File: src/soc_pkg.sv
package soc_pkg;

  // Bus widths
  typedef logic [31:0] word_t;
  typedef logic [15:0] addr_t;
  typedef logic [3:0]  byte_mask_t;
  typedef logic [7:0]  spi_byte_t;

  // Address region from bus_addr[15:14]
  typedef enum logic [1:0] {
    REGION_MEM  = 2'd0,
    REGION_SPI  = 2'd1,
    REGION_GPIO = 2'd2,
    REGION_NONE = 2'd3
  } region_t;

  // SPI register word offsets, bus_addr[3:2]
  localparam logic [1:0] SPI_DATA   = 2'd0;
  localparam logic [1:0] SPI_STATUS = 2'd1;
  localparam logic [1:0] SPI_CTRL   = 2'd2;

  // GPIO register word offsets
  localparam logic [1:0] GPIO_LED   = 2'd0;
  localparam logic [1:0] GPIO_KEY   = 2'd1;
  localparam logic [1:0] GPIO_PRESS = 2'd2;

  // SPI shifter states
  typedef enum logic [1:0] {
    IDLE,
    SHIFT_LOW,
    SHIFT_HIGH
  } spi_state_t;

endpackage

File: src/gpio_regs.sv
`timescale 1ns/100ps

module gpio_regs import soc_pkg::*; (
  input  logic       clk,
  input  logic       rst_n,
  input  logic       gpio_req,
  input  logic       reg_we,
  input  logic [1:0] reg_offset,
  input  word_t      wdata,
  input  logic [1:0] key,
  output word_t      gpio_rdata,
  output logic [7:0] led
);

  logic [1:0] key_meta;
  logic [1:0] key_sync;
  logic [1:0] key_prev;
  logic [1:0] key_fall;
  logic [1:0] press;
  logic [1:0] press_clr;

  // Keys are active low on the board
  assign key_fall  = key_prev & ~key_sync;
  assign press_clr = (gpio_req && reg_we && (reg_offset == GPIO_PRESS)) ? wdata[1:0] : 2'b00;

  always_ff @(posedge clk or negedge rst_n) begin
    if (!rst_n) begin
      key_meta <= 2'b11;
      key_sync <= 2'b11;
      key_prev <= 2'b11;
      press    <= 2'b00;
      led      <= 8'h00;
    end else begin
      key_meta <= key;
      key_sync <= key_meta;
      key_prev <= key_sync;
      // A new press wins over a clear in the same cycle
      press    <= (press & ~press_clr) | key_fall;
      if (gpio_req && reg_we && (reg_offset == GPIO_LED)) begin
        led <= wdata[7:0];
      end
    end
  end

  always_ff @(posedge clk) begin
    if (gpio_req && !reg_we) begin
      case (reg_offset)
        GPIO_LED:   gpio_rdata <= {24'h000000, led};
        GPIO_KEY:   gpio_rdata <= {30'h0, key_sync};
        GPIO_PRESS: gpio_rdata <= {30'h0, press};
        default:    gpio_rdata <= '0;
      endcase
    end
  end

endmodule

File: config.mk
export PLATFORM = sky130hd
export DESIGN_NAME = gpio_regs
export DESIGN_NICKNAME = d
export VERILOG_FILES = /design/src/soc_pkg.sv /design/src/gpio_regs.sv
export SDC_FILE = /design/constraint.sdc
export NUM_CORES = 1
export LEC_CHECK = 0
export BUFFER_PORTS_ARGS = -buffer_cell sky130_fd_sc_hd__clkbuf_2
export CAP_MARGIN = 20
export CORE_UTILIZATION = 36
export CTS_CLUSTER_DIAMETER = 60
export DETAILED_ROUTE_END_ITERATION = 10
export GPL_TIMING_DRIVEN = 0
export PLACE_DENSITY = 0.79
export SLEW_MARGIN = 20
export SYNTH_ARGS = -nofsm -noshare
export SYNTH_HDL_FRONTEND = slang
export SYNTH_SLANG_ARGS = --single-unit
export TNS_END_PERCENT = 10
File: constraint.sdc
create_clock -name clk -period 0.9 [get_ports clk]
set_clock_uncertainty 0.15 [all_clocks]
set_input_delay 0.135 -clock clk [delete_from_list [all_inputs] [get_ports clk]]
set_output_delay 0.135 -clock clk [all_outputs]
set_load 0.03 [all_outputs]
==> impl_metrics.json <==
{
  "worstSetupPathType": "reg -> out",
  "max_stage_delay_ns": 0.44,
  "grt_max_degree": 17,
  "place_inst": 166,
  "dp_hpwl_um": 1410,
  "clockBufferDepth": 2,
  "yosysUniqueCellTypes": 16,
  "pwr-share-comb": 0.349,
  "grt-ovfl-total": 0,
  "ir_drop_mv": 0.899,
  "p_seq_frac": 0.488,
  "cpLargestDelayFamily": "flip-flops",
  "p_clk_frac": 0.164,
  "cp_max_fo": 3,
  "ys_ff_latch": 24,
  "root_buffer": "clkbuf_4",
  "nFillCells": 238,
  "nets": 189,
  "status": "finished with violations",
  "gr-usage-all-layers": 0.118,
  "yosysWarnings": 0,
  "drt_first_iter_violations": 10,
  "layout_common_cells": "30 x buf_4, 24 x conb_1, 14 x clkbuf_2",
  "vias_per_cell": 4.03,
  "setup_slack_ns": -0.276,
  "die-area_um2": 3240,
  "io_pins": 80,
  "fin_crit_sh": 1.31,
  "post_dp_cell_area_um2": 1370,
  "leakagePower_uw": 0.000818,
  "route.detailed.drc": 6,
  "ys_top_cells_by_area": "dfrtp_1 23%, edfxtp_1 22%, buf_4 17%",
  "antenna_found_initial": 0,
  "synth_area_um2": 1090,
  "avgSynthCellArea_um2": 13.4,
  "numCtsBuffers": 3,
  "layoutNonFillerInstCount": 179,
  "fmax_mhz": 851,
  "vias": 721,
  "endpoint_kind": "output port",
  "min_period_ns": 1.18,
  "rows": 19,
  "yosysTopAreaCellShare": 0.230,
  "routedWlPerCell_um": 10.3,
  "grt_pass1_vias": 623,
  "grt_pass1_wl_um": 2850,
  "internal-power_uw": 1900,
  "tns_ns": -7.12,
  "rsz0062_at_grt": "yes",
  "fp.coreArea_um2": 2810,
  "hold_path_class": "in -> reg",
  "pre_cts_ws_ns": -0.495,
  "cp-start-kind": "flip-flop",
  "hold_viol_final": 7,
  "fp.dieW_um": 56.9,
  "ys_seq_area_frac": 0.597,
  "violations": "design-rule violations, negative hold slack, negative setup slack",
  "p_per_area_nw_per_um2": 1710,
  "h-tree-depth": 1,
  "path_buf_inv": 1,
  "finalPower_uw": 2770,
  "area_growth_pct": 49.5,
  "report.final.setup_viol": 34,
  "path_cells": "buf_8",
  "maxCapViolCount": 0,
  "portBuffers": 31,
  "drive_gt1_frac": 0.547,
  "cts_tree": "done",
  "synth_area_leader_cell": "dfrtp_1",
  "numClockSinks": 24,
  "diodes": 0,
  "cpMaxStageDelayCell": "dfrtp_1",
  "cts.clk_slew.worst_paths_ns": 0.12,
  "insertion_delay_ns": 0.30,
  "gp_congestion": 0.792,
  "sw_frac_of_total": 0.313,
  "p_switching_uw": 866,
  "finalInstanceArea_um2": 1620,
  "postSynthCellCount": 81,
  "whs_ns": -0.0954,
  "worst_ep_required_time_ns": 0.61,
  "drt_pass1_iterations": 6,
  "die_h_um": 56.9,
  "layout_commonest_cell": "buf_4",
  "final_max_slew_viol_count": 0,
  "worstPathArrival_ns": 0.89,
  "initial_core_util": 0.387,
  "ant_nets": 0,
  "totalWireLength_um": 1840
}
## cells in the mapped netlist
cell and instances:
o2bb2ai_1 2, and2_1 6, and4b_1 1, nor2_1 1, edfxtp_1 8, inv_1 4
mux2i_1 2, nor4bb_1 1, nand2b_1 2, dfstp_2 6, dfrtp_1 10, nor2b_1 2
conb_1 1, o221ai_1 2, buf_4 25, mux2_2 8
## per-layer routing
layer / vias to the layer above / track usage / share of wire
met1: 323 / 0.129 / 0.38
met3: 2 / 0.0253 / 0.062
met2: 33 / 0.213 / 0.54
met4: 0 / 0.0627 / 0.015
li1: 363 / - / -
met5: - / 0 / 0
## per-stage QoR
step / hold WS, ns / utilization
floorplan: -0.311 / -
global placement: -0.0896 / 0.487
detailed placement: -0.0884 / 0.487
CTS: -0.100 / 0.570
global route: -0.101 / 0.579
finish: -0.0954 / 0.579
## cell type report
cell class	instances	area (µm²)	area share
inverters	4	15.0	0.00924
plain buffers	25	188	0.116
clock buffers	4	26.3	0.0162
repair buffers	40	372	0.229
well taps	31	38.8	0.0239
flip-flops and latches	24	648	0.399
multi-input cells	51	337	0.207
## registers in the layout, summed over array words and instances (netlist names)
name / cells
gpio_rdata: 8
key_meta: 2
key_prev: 2
key_sync: 2
led: 8
press: 2
## worst paths after layout
kind / cells past startpoint / slack [ns] / from / endpoint
hold / removal: 2 / -0.1 / wdata[5] / led[5]$_DFFE_PN0P_
hold reg to reg: 0 / 0.21 / key_meta[0]$_DFF_PN1_ / key_sync[0]$_DFF_PN1_
setup / recovery: 1 / -0.28 / led[1]$_DFFE_PN0P_ / led[1]
max in group asynchronous: 2 / 0.17 / rst_n / key_meta[1]$_DFF_PN1_
setup reg to reg: 2 / -0.18 / led[2]$_DFFE_PN0P_ / led[2]$_DFFE_PN0P_
min in group asynchronous: 2 / 0.11 / rst_n / press[1]$_DFF_PN0_
## what timing repair did
item,CTS,global route
endpoints found under the setup margin,42,34
buffers inserted,5,0
hold endpoints to repair,28,10
resized for setup,33,9
hold buffers,3,1
pin swaps,2,0
## power groups by stage
stage | Combinational, µW | Clock [µW] | Sequential (µW)
4_1_cts | 931 | 469 | 1340
5_1_grt | 1020 | 521 | 1370
3_3_place_gp | 694 | 0 | 1350
2_1_floorplan | 335 | 0 | 1540
3_5_place_dp | 703 | 0 | 1360
6_report | 966 | 453 | 1350
## cells by family (layout without fill, tap and decap cells)
logic type / Yosys count / count (layout) / synth area share
AO/OA/AOI/OAI: 4 / 4 / 0.0323
buffers and inverters: 29 / 73 / 0.187
flip-flops: 24 / 24 / 0.597
multiplexers: 10 / 10 / 0.101
other: 1 / 24 / 0.00345
AND/OR/NAND/NOR: 13 / 13 / 0.0795
Power figures use the tool's default switching activity.
