--- config.mk ---
export PLATFORM = sky130hd
export DESIGN_NAME = bus_fabric
export DESIGN_NICKNAME = d
export VERILOG_FILES = /design/src/soc_pkg.sv /design/src/bus_fabric.sv
export SDC_FILE = /design/constraint.sdc
export NUM_CORES = 1
export LEC_CHECK = 0
export BUFFER_PORTS_ARGS = -buffer_cell sky130_fd_sc_hd__buf_2
export CAP_MARGIN = 20
export CORE_AREA = 5 5 92 94
export CTS_CLUSTER_SIZE = 16
export DETAILED_ROUTE_END_ITERATION = 10
export DIE_AREA = 0 0 97 99
export SLEW_MARGIN = 20
export SYNTH_ARGS = -nofsm -noshare
export SYNTH_HDL_FRONTEND = slang
export SYNTH_SLANG_ARGS = --single-unit
--- constraint.sdc ---
create_clock -name clk -period 2.6 [get_ports clk]
set_input_delay 0.13 -clock clk [delete_from_list [all_inputs] [get_ports clk]]
set_output_delay 0.13 -clock clk [all_outputs]
set_load 0.01 [all_outputs]
--- src/soc_pkg.sv ---
package soc_pkg;

  // Bus widths
  typedef logic [31:0] word_t;
  typedef logic [15:0] addr_t;
  typedef logic [3:0]  byte_mask_t;
  typedef logic [7:0]  spi_byte_t;

  // Address region from bus_addr[15:14]
  typedef enum logic [1:0] {
    REGION_MEM  = 2'd0,
    REGION_SPI  = 2'd1,
    REGION_GPIO = 2'd2,
    REGION_NONE = 2'd3
  } region_t;

  // SPI register word offsets, bus_addr[3:2]
  localparam logic [1:0] SPI_DATA   = 2'd0;
  localparam logic [1:0] SPI_STATUS = 2'd1;
  localparam logic [1:0] SPI_CTRL   = 2'd2;

  // GPIO register word offsets
  localparam logic [1:0] GPIO_LED   = 2'd0;
  localparam logic [1:0] GPIO_KEY   = 2'd1;
  localparam logic [1:0] GPIO_PRESS = 2'd2;

  // SPI shifter states
  typedef enum logic [1:0] {
    IDLE,
    SHIFT_LOW,
    SHIFT_HIGH
  } spi_state_t;

endpackage

--- src/bus_fabric.sv ---
`timescale 1ns/100ps

module bus_fabric import soc_pkg::*; (
  input  logic       clk,
  input  logic       rst_n,
  input  logic       bus_req,
  input  logic       bus_we,
  input  addr_t      bus_addr,
  input  byte_mask_t bus_wmask,
  input  word_t      bus_wdata,
  input  word_t      mem_rdata,
  input  word_t      spi_rdata,
  input  word_t      gpio_rdata,
  output word_t      bus_rdata,
  output logic       bus_rvalid,
  output logic       mem_req,
  output logic       spi_req,
  output logic       gpio_req,
  output logic       reg_we,
  output logic [1:0] reg_offset,
  output addr_t      mem_index,
  output byte_mask_t wmask,
  output word_t      wdata
);

  region_t region;
  region_t rd_region_q;
  logic    rd_valid_q;

  assign region     = region_t'(bus_addr[15:14]);
  assign mem_req    = bus_req && (region == REGION_MEM);
  assign spi_req    = bus_req && (region == REGION_SPI);
  assign gpio_req   = bus_req && (region == REGION_GPIO);
  assign reg_we     = bus_we;
  assign reg_offset = bus_addr[3:2];
  assign mem_index  = {4'h0, bus_addr[13:2]};
  assign wmask      = bus_wmask;
  assign wdata      = bus_wdata;

  // Remember where the read went so the returning word can be picked
  always_ff @(posedge clk or negedge rst_n) begin
    if (!rst_n) begin
      rd_valid_q  <= 1'b0;
      rd_region_q <= REGION_NONE;
    end else begin
      rd_valid_q  <= bus_req && !bus_we;
      rd_region_q <= region;
    end
  end

  assign bus_rvalid = rd_valid_q;

  always_comb begin
    case (rd_region_q)
      REGION_MEM:  bus_rdata = mem_rdata;
      REGION_SPI:  bus_rdata = spi_rdata;
      REGION_GPIO: bus_rdata = gpio_rdata;
      default:     bus_rdata = '0;
    endcase
  end

endmodule

==> summary.md <==
For the number of remaining DRC errors, the log shows 0. Entering global routing, the biggest net connects 33 pins. The die covers 9600 um^2. Setup repair after global routing left no endpoint under its margin. The number of antenna diodes came out at 0.

The data arrival time of the worst path is 1960 ps, and the total power draw is 0.447 mW. Final routed wire length divided by cell count: 16.6 um. The congestion estimate from routability-driven global placement came to 0.869. Across all layers, the routed design uses 1322 vias. Port buffering added 138 buffers. The share of the clock period used by the worst path after layout is 80.2%. The cell internal power dissipation was 0.292 mW; the pin slew with the least headroom to its limit was 897 ps. Summed over all nets, the half-perimeter wirelength after detailed placement is 4.64 mm.

Walking the worst path, the cells encountered are buf_12, mux2i_1, o2bb2ai_2, buf_2. The layout has 851 filler cells. The worst pin sits at a relative slew slack of 40.1%.

The final wirelength is 5.35 mm. The tools report the final antenna-violating net count as 0. STA puts the critical path data required time at 2470 ps. After clock tree synthesis, the clock-pin slew on the worst setup and hold paths is 30 ps.

The power per unit of standard cell area works out to 263 nW/um^2. The count of distinct cell types in the synthesized netlist is 14. The cell type of the slowest stage on the worst timing path was sky130_fd_sc_hd__dfstp_2. Among all flip-flop cells after synthesis, the most frequent one is sky130_fd_sc_hd__dfstp_2.

For the number of core rows, the log shows 32. The initial utilization of the core area, before any placement, comes to 17.3%. By area the synthesized netlist is led by sky130_fd_sc_hd__buf_4 (32%), sky130_fd_sc_hd__mux2i_1 (24%), sky130_fd_sc_hd__o2bb2ai_1 (15%). The via count of the first global-routing pass was 1400; the count of endpoints failing hold in the final timing report was 0.

The iteration count of the initial detailed-routing pass was 3; the share of power burned in the clock network was 29.8%. No sink is reached through more buffers than the 2 on the longest clock path. The number of antenna violations at the first check in global routing was 2.

The worst setup path is captured at an output port. The number of flip-flops and latches in the synthesized netlist was 3. The biggest fanout along the worst timing path is 17, and the number of top-level pins is 243.

The critical path is of the flip-flop to output port type. Net switching is 34.7% of the power. The portion of the post-synthesis area used by sequential elements was 5.91%. sky130_fd_sc_hd__buf_4 takes more of the synthesized area than any other cell. Across the run, the number of max-cap violations was 0. In this run the cell area of the synthesized design comes to 1310 um^2. TritonCTS built the clock tree.

For this design the total switching power over the nets is 0.155 mW. The run finished with clean final reports. The synthesis-to-layout area growth is 29.6%, and the total global routing overflow is 0. The post-route netlist has 70.6% of its cells at a drive strength greater than 1. After synthesis, the mean cell area works out to 9.38 um^2. Number of vias per cell after detailed routing: 4.09. The worst min-delay path class was input port to flip-flop.

Clock tree synthesis inserted a total of 3 buffers. The tools report the cell at the root of the clock tree as sky130_fd_sc_hd__clkbuf_8. Clock tree synthesis found a total of 3 sinks. Of all flip-flops after synthesis, the portion carrying an async set or reset was 100%.

The top-area cell type share of the netlist area came out at 32.0%. Counting I/O delays and the setup requirement, the final critical path takes 2090 ps. The run gives 0 as the number of cells upsized or downsized after cts. The run gives 13.2% as the sequential share of power. Yosys printed 0 warnings. VDD sags by at most 0.367 mV. After synthesis, the most frequently instantiated cells are sky130_fd_sc_hd__buf_4 (56), sky130_fd_sc_hd__mux2i_1 (32), sky130_fd_sc_hd__o2bb2ai_1 (22).

The global-route wire length before repair is 8.00 mm. Summing all multi-input logic gate instances after layout gives 723 um^2. The analysis attributes to cell leakage a power of 0.936 nW. For the total number of H-tree levels, the log shows 1. The worst setup path is launched from a flip-flop.

The logs give 0.479 GHz for the maximum frequency from static timing analysis and 140 for the cell count after synthesis. The most common cell in the synthesized netlist is sky130_fd_sc_hd__buf_4. In the final timing run, aggregate negative setup slack is 0 ps. The overall die height is 99 um. The die width came out at 97 um. The first routing iteration left 14 violations.

The run gives 0 as the number of max-slew violations in the final report. The sequential cells in the finished layout cover a total of 77.6 um^2. For this run, the post-layout net count is 374.

Global routing used 10.4% of the available tracks across all layers. The total area inside the core boundary comes to 7570 um^2. The pre-CTS setup slack is 700 ps, and the post-layout worst setup margin is 514 ps. Number of flops mapped to enable cells by yosys: 0.

In this design, the stage delay of the slowest critical-path cell is 900 ps. Setup violations remaining at the end of the flow were counted as 0. Part of the power in combinational logic: 57.0%.
## per-layer routing
layer,part of all wire [%],GRT usage [%]
met5,0.30,0
met2,50,19.5
met4,2.1,3.24
met1,30,8.94
met3,18,6.86
## stage by stage
step	std cells	instance area (um^2)	utilization, %	hold slack [ps]
after floorplan	143	1320	-	-166
after global placement	318	1650	21.8	-74.6
after detailed placement	318	1650	21.8	-73.0
after CTS	323	1700	22.5	41.2
after global routing	323	1700	22.5	50.2
final	323	1700	22.5	46.4
## layout by cell type, fill, tap and decap left out, types with 2 or more instances in the layout
cell and instances:
sky130_fd_sc_hd__buf_2 138, sky130_fd_sc_hd__clkbuf_8 3, sky130_fd_sc_hd__and3b_1 2, sky130_fd_sc_hd__dfstp_2 2, sky130_fd_sc_hd__conb_1 4, sky130_fd_sc_hd__mux2i_1 32, sky130_fd_sc_hd__o2bb2ai_1 22, sky130_fd_sc_hd__o2bb2ai_2 10
## path summary, 6_finish.rpt
check                               start        endpoint  slack [ps]  cells past startpoint
setup / recovery           rd_region_q[0]   bus_rdata[31]         510                      4
hold / removal               bus_addr[15]  rd_region_q[1]          50                      1
max in group asynchronous           rst_n  rd_region_q[0]        2150                      2
min in group asynchronous           rst_n      bus_rvalid         260                      2
## registers in the layout, summed over array words and instances, names as in the netlist
register and cells:
bus_rvalid 1, rd_region_q 2
## logic make-up after synthesis
| group | synth area share (%) |
|---|---|
| compound gates | 26.1 |
| flops | 5.91 |
| other cells | 0.286 |
| mux | 24.4 |
| simple gates | 3.43 |
| buf+inv | 39.8 |
## worst max-delay path, delay by kind of cell (launching register included)
| kind | cells | cell delay, ps |
|---|---|---|
| DFF | 1 | 900 |
| muxes | 1 | 330 |
| AOI/OAI and AO/OA | 1 | 100 |
| buffers and inverters | 2 | 400 |
## power groups by stage
| stage | Clock (mW) | Combinational, mW | Sequential, mW |
|---|---|---|---|
| 6_report | 0.133 | 0.255 | 0.0590 |
| 5_1_grt | 0.139 | 0.282 | 0.0599 |
| 4_1_cts | 0.136 | 0.259 | 0.0594 |
| 3_5_place_dp | 0 | 0.257 | 0.0598 |
| 3_3_place_gp | 0 | 0.253 | 0.0597 |
| 2_1_floorplan | 0 | 0.222 | 0.0522 |
## what timing repair did
action                                 in CTS  in global routing
hold buffers                                1                  0
endpoints found under the hold margin       3                  0
setup buffers                               0                  0
## layout make-up
cell class / count / share of cell area, %
repair buffers: 141 / 42.8
multi-input cells: 73 / 42.5
well taps: 102 / 7.50
flip-flops and latches: 3 / 4.56
clock buffers: 4 / 2.65
Power figures use the tool's default switching activity.
