<file path="config.mk">
export PLATFORM = sky130hd
export DESIGN_NAME = spi_master
export DESIGN_NICKNAME = d
export VERILOG_FILES = /design/src/soc_pkg.sv /design/src/spi_master.sv
export SDC_FILE = /design/constraint.sdc
export NUM_CORES = 1
export LEC_CHECK = 0
export BUFFER_PORTS_ARGS = -buffer_cell sky130_fd_sc_hd__clkbuf_2
export CORE_MARGIN = 3
export CORE_UTILIZATION = 48
export CTS_CLUSTER_SIZE = 28
export DETAILED_ROUTE_END_ITERATION = 12
export PLACE_DENSITY = 0.8
export SETUP_SLACK_MARGIN = 0.1
export SLEW_MARGIN = 30
export SYNTH_ARGS = -nofsm -noshare
export SYNTH_HDL_FRONTEND = slang
export SYNTH_SLANG_ARGS = --single-unit
export TNS_END_PERCENT = 30
</file>
<file path="constraint.sdc">
create_clock -name clk -period 2.2 [get_ports clk]
set_clock_uncertainty 0.15 [all_clocks]
set_input_delay 0.11 -clock clk [delete_from_list [all_inputs] [get_ports clk]]
set_output_delay 0.11 -clock clk [all_outputs]
set_load 0.05 [all_outputs]
</file>
<file path="src/soc_pkg.sv">
package soc_pkg;

  // Bus widths
  typedef logic [31:0] word_t;
  typedef logic [15:0] addr_t;
  typedef logic [3:0]  byte_mask_t;
  typedef logic [7:0]  spi_byte_t;

  // Address region from bus_addr[15:14]
  typedef enum logic [1:0] {
    REGION_MEM  = 2'd0,
    REGION_SPI  = 2'd1,
    REGION_GPIO = 2'd2,
    REGION_NONE = 2'd3
  } region_t;

  // SPI register word offsets, bus_addr[3:2]
  localparam logic [1:0] SPI_DATA   = 2'd0;
  localparam logic [1:0] SPI_STATUS = 2'd1;
  localparam logic [1:0] SPI_CTRL   = 2'd2;

  // GPIO register word offsets
  localparam logic [1:0] GPIO_LED   = 2'd0;
  localparam logic [1:0] GPIO_KEY   = 2'd1;
  localparam logic [1:0] GPIO_PRESS = 2'd2;

  // SPI shifter states
  typedef enum logic [1:0] {
    IDLE,
    SHIFT_LOW,
    SHIFT_HIGH
  } spi_state_t;

endpackage

</file>
<file path="src/spi_master.sv">
`timescale 1ns/100ps

module spi_master import soc_pkg::*; #(
  parameter int CLK_DIV = 4
) (
  input  logic       clk,
  input  logic       rst_n,
  input  logic       spi_req,
  input  logic       reg_we,
  input  logic [1:0] reg_offset,
  input  word_t      wdata,
  input  logic       miso,
  output word_t      spi_rdata,
  output logic       sd_cs,
  output logic       sck,
  output logic       mosi
);

  localparam int DIV_W = (CLK_DIV > 1) ? $clog2(CLK_DIV) : 1;
  localparam logic [DIV_W-1:0] DIV_LAST = DIV_W'(CLK_DIV - 1);

  spi_state_t       state;
  logic [DIV_W-1:0] div_cnt;
  logic [2:0]       bit_cnt;
  spi_byte_t        tx_shift;
  spi_byte_t        rx_shift;
  logic             busy;
  logic             start;
  logic             half_done;

  assign busy      = (state != IDLE);
  assign start     = spi_req && reg_we && (reg_offset == SPI_DATA) && !busy;
  assign half_done = (div_cnt == DIV_LAST);

  // Mode 0, MSB first
  assign mosi = tx_shift[7];

  always_ff @(posedge clk or negedge rst_n) begin
    if (!rst_n) begin
      state    <= IDLE;
      div_cnt  <= '0;
      bit_cnt  <= '0;
      tx_shift <= '0;
      rx_shift <= '0;
      sck      <= 1'b0;
      sd_cs    <= 1'b1;
    end else begin
      if (spi_req && reg_we && (reg_offset == SPI_CTRL)) begin
        sd_cs <= wdata[0];
      end
      case (state)
        IDLE: begin
          // Writes while busy never reach here
          if (start) begin
            tx_shift <= wdata[7:0];
            div_cnt  <= '0;
            bit_cnt  <= '0;
            state    <= SHIFT_LOW;
          end
        end
        SHIFT_LOW: begin
          if (half_done) begin
            div_cnt  <= '0;
            sck      <= 1'b1;
            rx_shift <= {rx_shift[6:0], miso};
            state    <= SHIFT_HIGH;
          end else begin
            div_cnt <= div_cnt + 1'b1;
          end
        end
        SHIFT_HIGH: begin
          if (half_done) begin
            div_cnt <= '0;
            sck     <= 1'b0;
            // Falling edge, next bit onto mosi
            if (bit_cnt == 3'd7) begin
              state <= IDLE;
            end else begin
              bit_cnt  <= bit_cnt + 1'b1;
              tx_shift <= {tx_shift[6:0], 1'b0};
              state    <= SHIFT_LOW;
            end
          end else begin
            div_cnt <= div_cnt + 1'b1;
          end
        end
        default: state <= IDLE;
      endcase
    end
  end

  always_ff @(posedge clk) begin
    if (spi_req && !reg_we) begin
      case (reg_offset)
        SPI_DATA:   spi_rdata <= {24'h000000, rx_shift};
        SPI_STATUS: spi_rdata <= {31'h0, busy};
        SPI_CTRL:   spi_rdata <= {31'h0, sd_cs};
        default:    spi_rdata <= '0;
      endcase
    end
  end

  a_sck_idle_low: assert property (
    @(posedge clk) disable iff (!rst_n) (state == IDLE) |-> !sck
  ) else $error("sck high outside a transfer");

endmodule

</file>
==> metrics <==
outcome finished clean; CTS Root Buffer Type clkbuf_8; Final Core Density 0.588; power dissipated by switching net loads 947 uW; Starting Density 0.523; part of the power in registers 0.356; CP startpoint kind flip-flop; leakage power summed over all cells 0.980 nW; pwr/cell area 1310 mW/mm^2; buffer and inverter count on the worst path 1; switching fraction of total power 0.351; sequential cell area fraction in the yosys report 0.475; Cells on Worst Hold Path 3; residual antenna-violating net count after detailed routing 0; Area growth, synth to finish 12.4%; final-report max-slew violation count 0; number of max-capacitance violations reported 0; first-pass detailed-route iteration total 4; most frequent cells after synthesis 25 x buf_4, 24 x dfrtp_1, 18 x mux2_2; sort of element at the end of the critical path flip-flop; count of warnings emitted by yosys 0; CTS tree done; layout net count 221; leftover overflow at the end of global routing 0; cell with the largest stage delay on the worst path dfrtp_1; final weighted congestion in routability-driven placement 0.814; EDFF count, synth 8; internal power summed over all cells between 1.5 and 2 mW; maximum number of pins on one net before global-route repair 26; Max rail drop VDD 635 uV; WHS Endpoint tx_shift[4]; number of top-level design ports 74; global-route wire length before repair between 4 and 5 mm; Skew-Pair Late Insertion Delay about 0.28 ns; depth of the most critical reg-to-reg path 6; CTS max path bufs 2; clock network fraction of design power 0.209; count of standard-cell rows 21; endpoint arrival time on the critical path 1.97 ns; vias in the first global route approximately 1100; Clock transition at path regs 0.07 ns; number of standard cells after synthesis 141; Post-synth top flop dfrtp_1; normalized max-slew margin 0.566; worst endpoint required time 2.22 ns; Comb power frac 0.435; fin crit period around 2.0 ns; height of the die 67.7 um; PostCTS Resize Cnt 0; total routed wirelength 2.72 mm; Max Freq 0.511 GHz; average cell area after synthesis about 13 sq um; largest cells by area after synthesis dfrtp_1 33%, edfxtp_1 13%, mux2_2 11%, buf_4 10%, mux2_4 6.6%; origin of the worst min-delay path wdata[4]; number of hold-slack violations in the final timing report 0; Hold WS 0.0376 ns; number of antenna violations at the first check in global routing 0; clock sink count 33; DRC errors left 0; CTS H-Tree Depth 2; library cell appearing most often on the critical path ha_1; via density per instance roughly 4.8; Iter 0 DRT Violations 17; average detailed-routed wire length per instance 12.3 um; Max FO, Critical Path 11; standard cell core area 0.00349 sq mm; Die ar. 0.00458 sq mm; cell type contributing the most total cell area after synthesis dfrtp_1; share of the synthesized area in the top cell type 0.329; distinct cell type count of the synthesized netlist 27; CTS buffer count 5; RSZ-0062 raised after global routing no; Total Negative Setup Slacks 0 ns; summed instance area of the synthesized netlist approximately 0.0018 sq mm; CP cell instances ha_1 > ha_1 > nand3b_1 > a22oi_4 > buf_12 > mux2_2; Crit path largest cell delay 0.40 ns; count of antenna diodes in the layout 0; capturing point of the worst reg2reg path tx_shift[7]; Die W 67.7 um; Setup violations, final 0; crit path kind flip-flop to flip-flop; Final HPWL DP 2.06 mm; ratio of cells with drive above 1 in the final layout 0.383; number of buffers inserted to repair setup after CTS 0; transition time at the pin with the least slew margin 0.650 ns; Reg2Reg Setup Slack between 0.2 and 0.25 ns; flip-flop and latch count after synthesis 33; vias 1051; period utilisation layout 0.889; hold-fix buffers at CTS 3; cell with the most instances after synthesis buf_4; launch instance of the worst register-to-register path bit_cnt[0]; Post-synth ARST share 0.758; worst min-delay path category primary input to flip-flop; PortBufs 25; family with the most delay on the worst path flip-flops; GRT Overall Usage 0.134
-- sequential cells by signal, indices dropped and copies added (netlist names) --
signal,flops
sd_cs,1
sck,1
rx_shift,8
div_cnt,2
state,2
bit_cnt,3
spi_rdata,8
tx_shift,8
-- worst min-delay path, stage by stage --
cell and delay, ns:
clkbuf_2 0.07, mux2_2 0.13, mux2_4 0.13
-- cell usage in the layout, fill, tap and decap left out, drive strengths merged --
cell / instances
inv: 6
and2b: 3
conb: 24
buf: 1
dfrtp: 24
dfstp: 1
a32o: 2
and2: 7
and4bb: 1
nand3b: 1
nand2b: 2
nand2: 6
clkinvlp: 1
nor2b: 1
dlygate4sd3: 3
mux2i: 4
a21oi: 2
edfxtp: 8
clkinv: 1
nor2: 3
o21ai: 4
a22oi: 2
mux2: 26
ha: 8
clkbuf: 30
nand3: 1
a2bb2oi: 1
nand4bb: 1
bufinv: 1
-- worst max-delay path by stage --
stage,from,end,slack (ns),depth (start not counted)
after floorplan,bit_cnt[0],bit_cnt[0],0.36,6
after global routing,state[0],tx_shift[7],0.14,6
after detailed placement,bit_cnt[0],tx_shift[7],0.25,6
after global placement,bit_cnt[0],tx_shift[7],0.29,6
final,bit_cnt[0],tx_shift[7],0.24,6
after CTS,bit_cnt[0],tx_shift[7],0.23,6
-- power by group through the flow --
stage | Clock [mW] | Combinational, mW | Sequential, mW
floorplan | 0 | 0.931 | 1.05
global route | 0.607 | 1.28 | 0.993
CTS | 0.580 | 1.19 | 0.964
finish | 0.563 | 1.17 | 0.961
global placement | 0 | 1.13 | 0.956
detailed placement | 0 | 1.18 | 0.973
-- cells by family (layout without fill, tap and decap cells) --
family,after synthesis,after routing,synth area share
muxes,30,30,0.199
DFF,33,33,0.475
AOI/OAI and AO/OA,11,11,0.0479
buffers and inverters,32,43,0.126
other,1,24,0.00205
adders and majority gates,8,8,0.0548
and+or+nand+nor,26,26,0.0959
-- per-stage QoR --
stage | worst slack, ns | std cells | area (sq um) | power [mW]
6_report | 0.245 | 221 | 2050 | 2.70
3_5_place_dp | 0.253 | 210 | 1910 | 2.15
2_1_floorplan | 0.365 | 164 | 1910 | 1.98
3_3_place_gp | 0.291 | 210 | 1910 | 2.09
4_1_cts | 0.233 | 221 | 2050 | 2.73
5_1_grt | 0.136 | 221 | 2050 | 2.88
-- per-layer routing --
| metal | wire length [um] | track usage |
|---|---|---|
| met5 | 0 | 0 |
| met3 | 241 | 0.0516 |
| met2 | 1380 | 0.244 |
| met1 | 1050 | 0.137 |
| met4 | 38 | 0.0481 |
-- cell type report --
class	instances	area [sq um]
Clock buffer	5	68.8
Clock inverter	3	46.3
Fill cell	302	1440
Inverter	6	22.5
Multi-Input combinational cell	99	816
Sequential cell	33	867
Tap cell	46	57.6
Timing Repair Buffer	29	175
(Power assumes the default switching activity.)
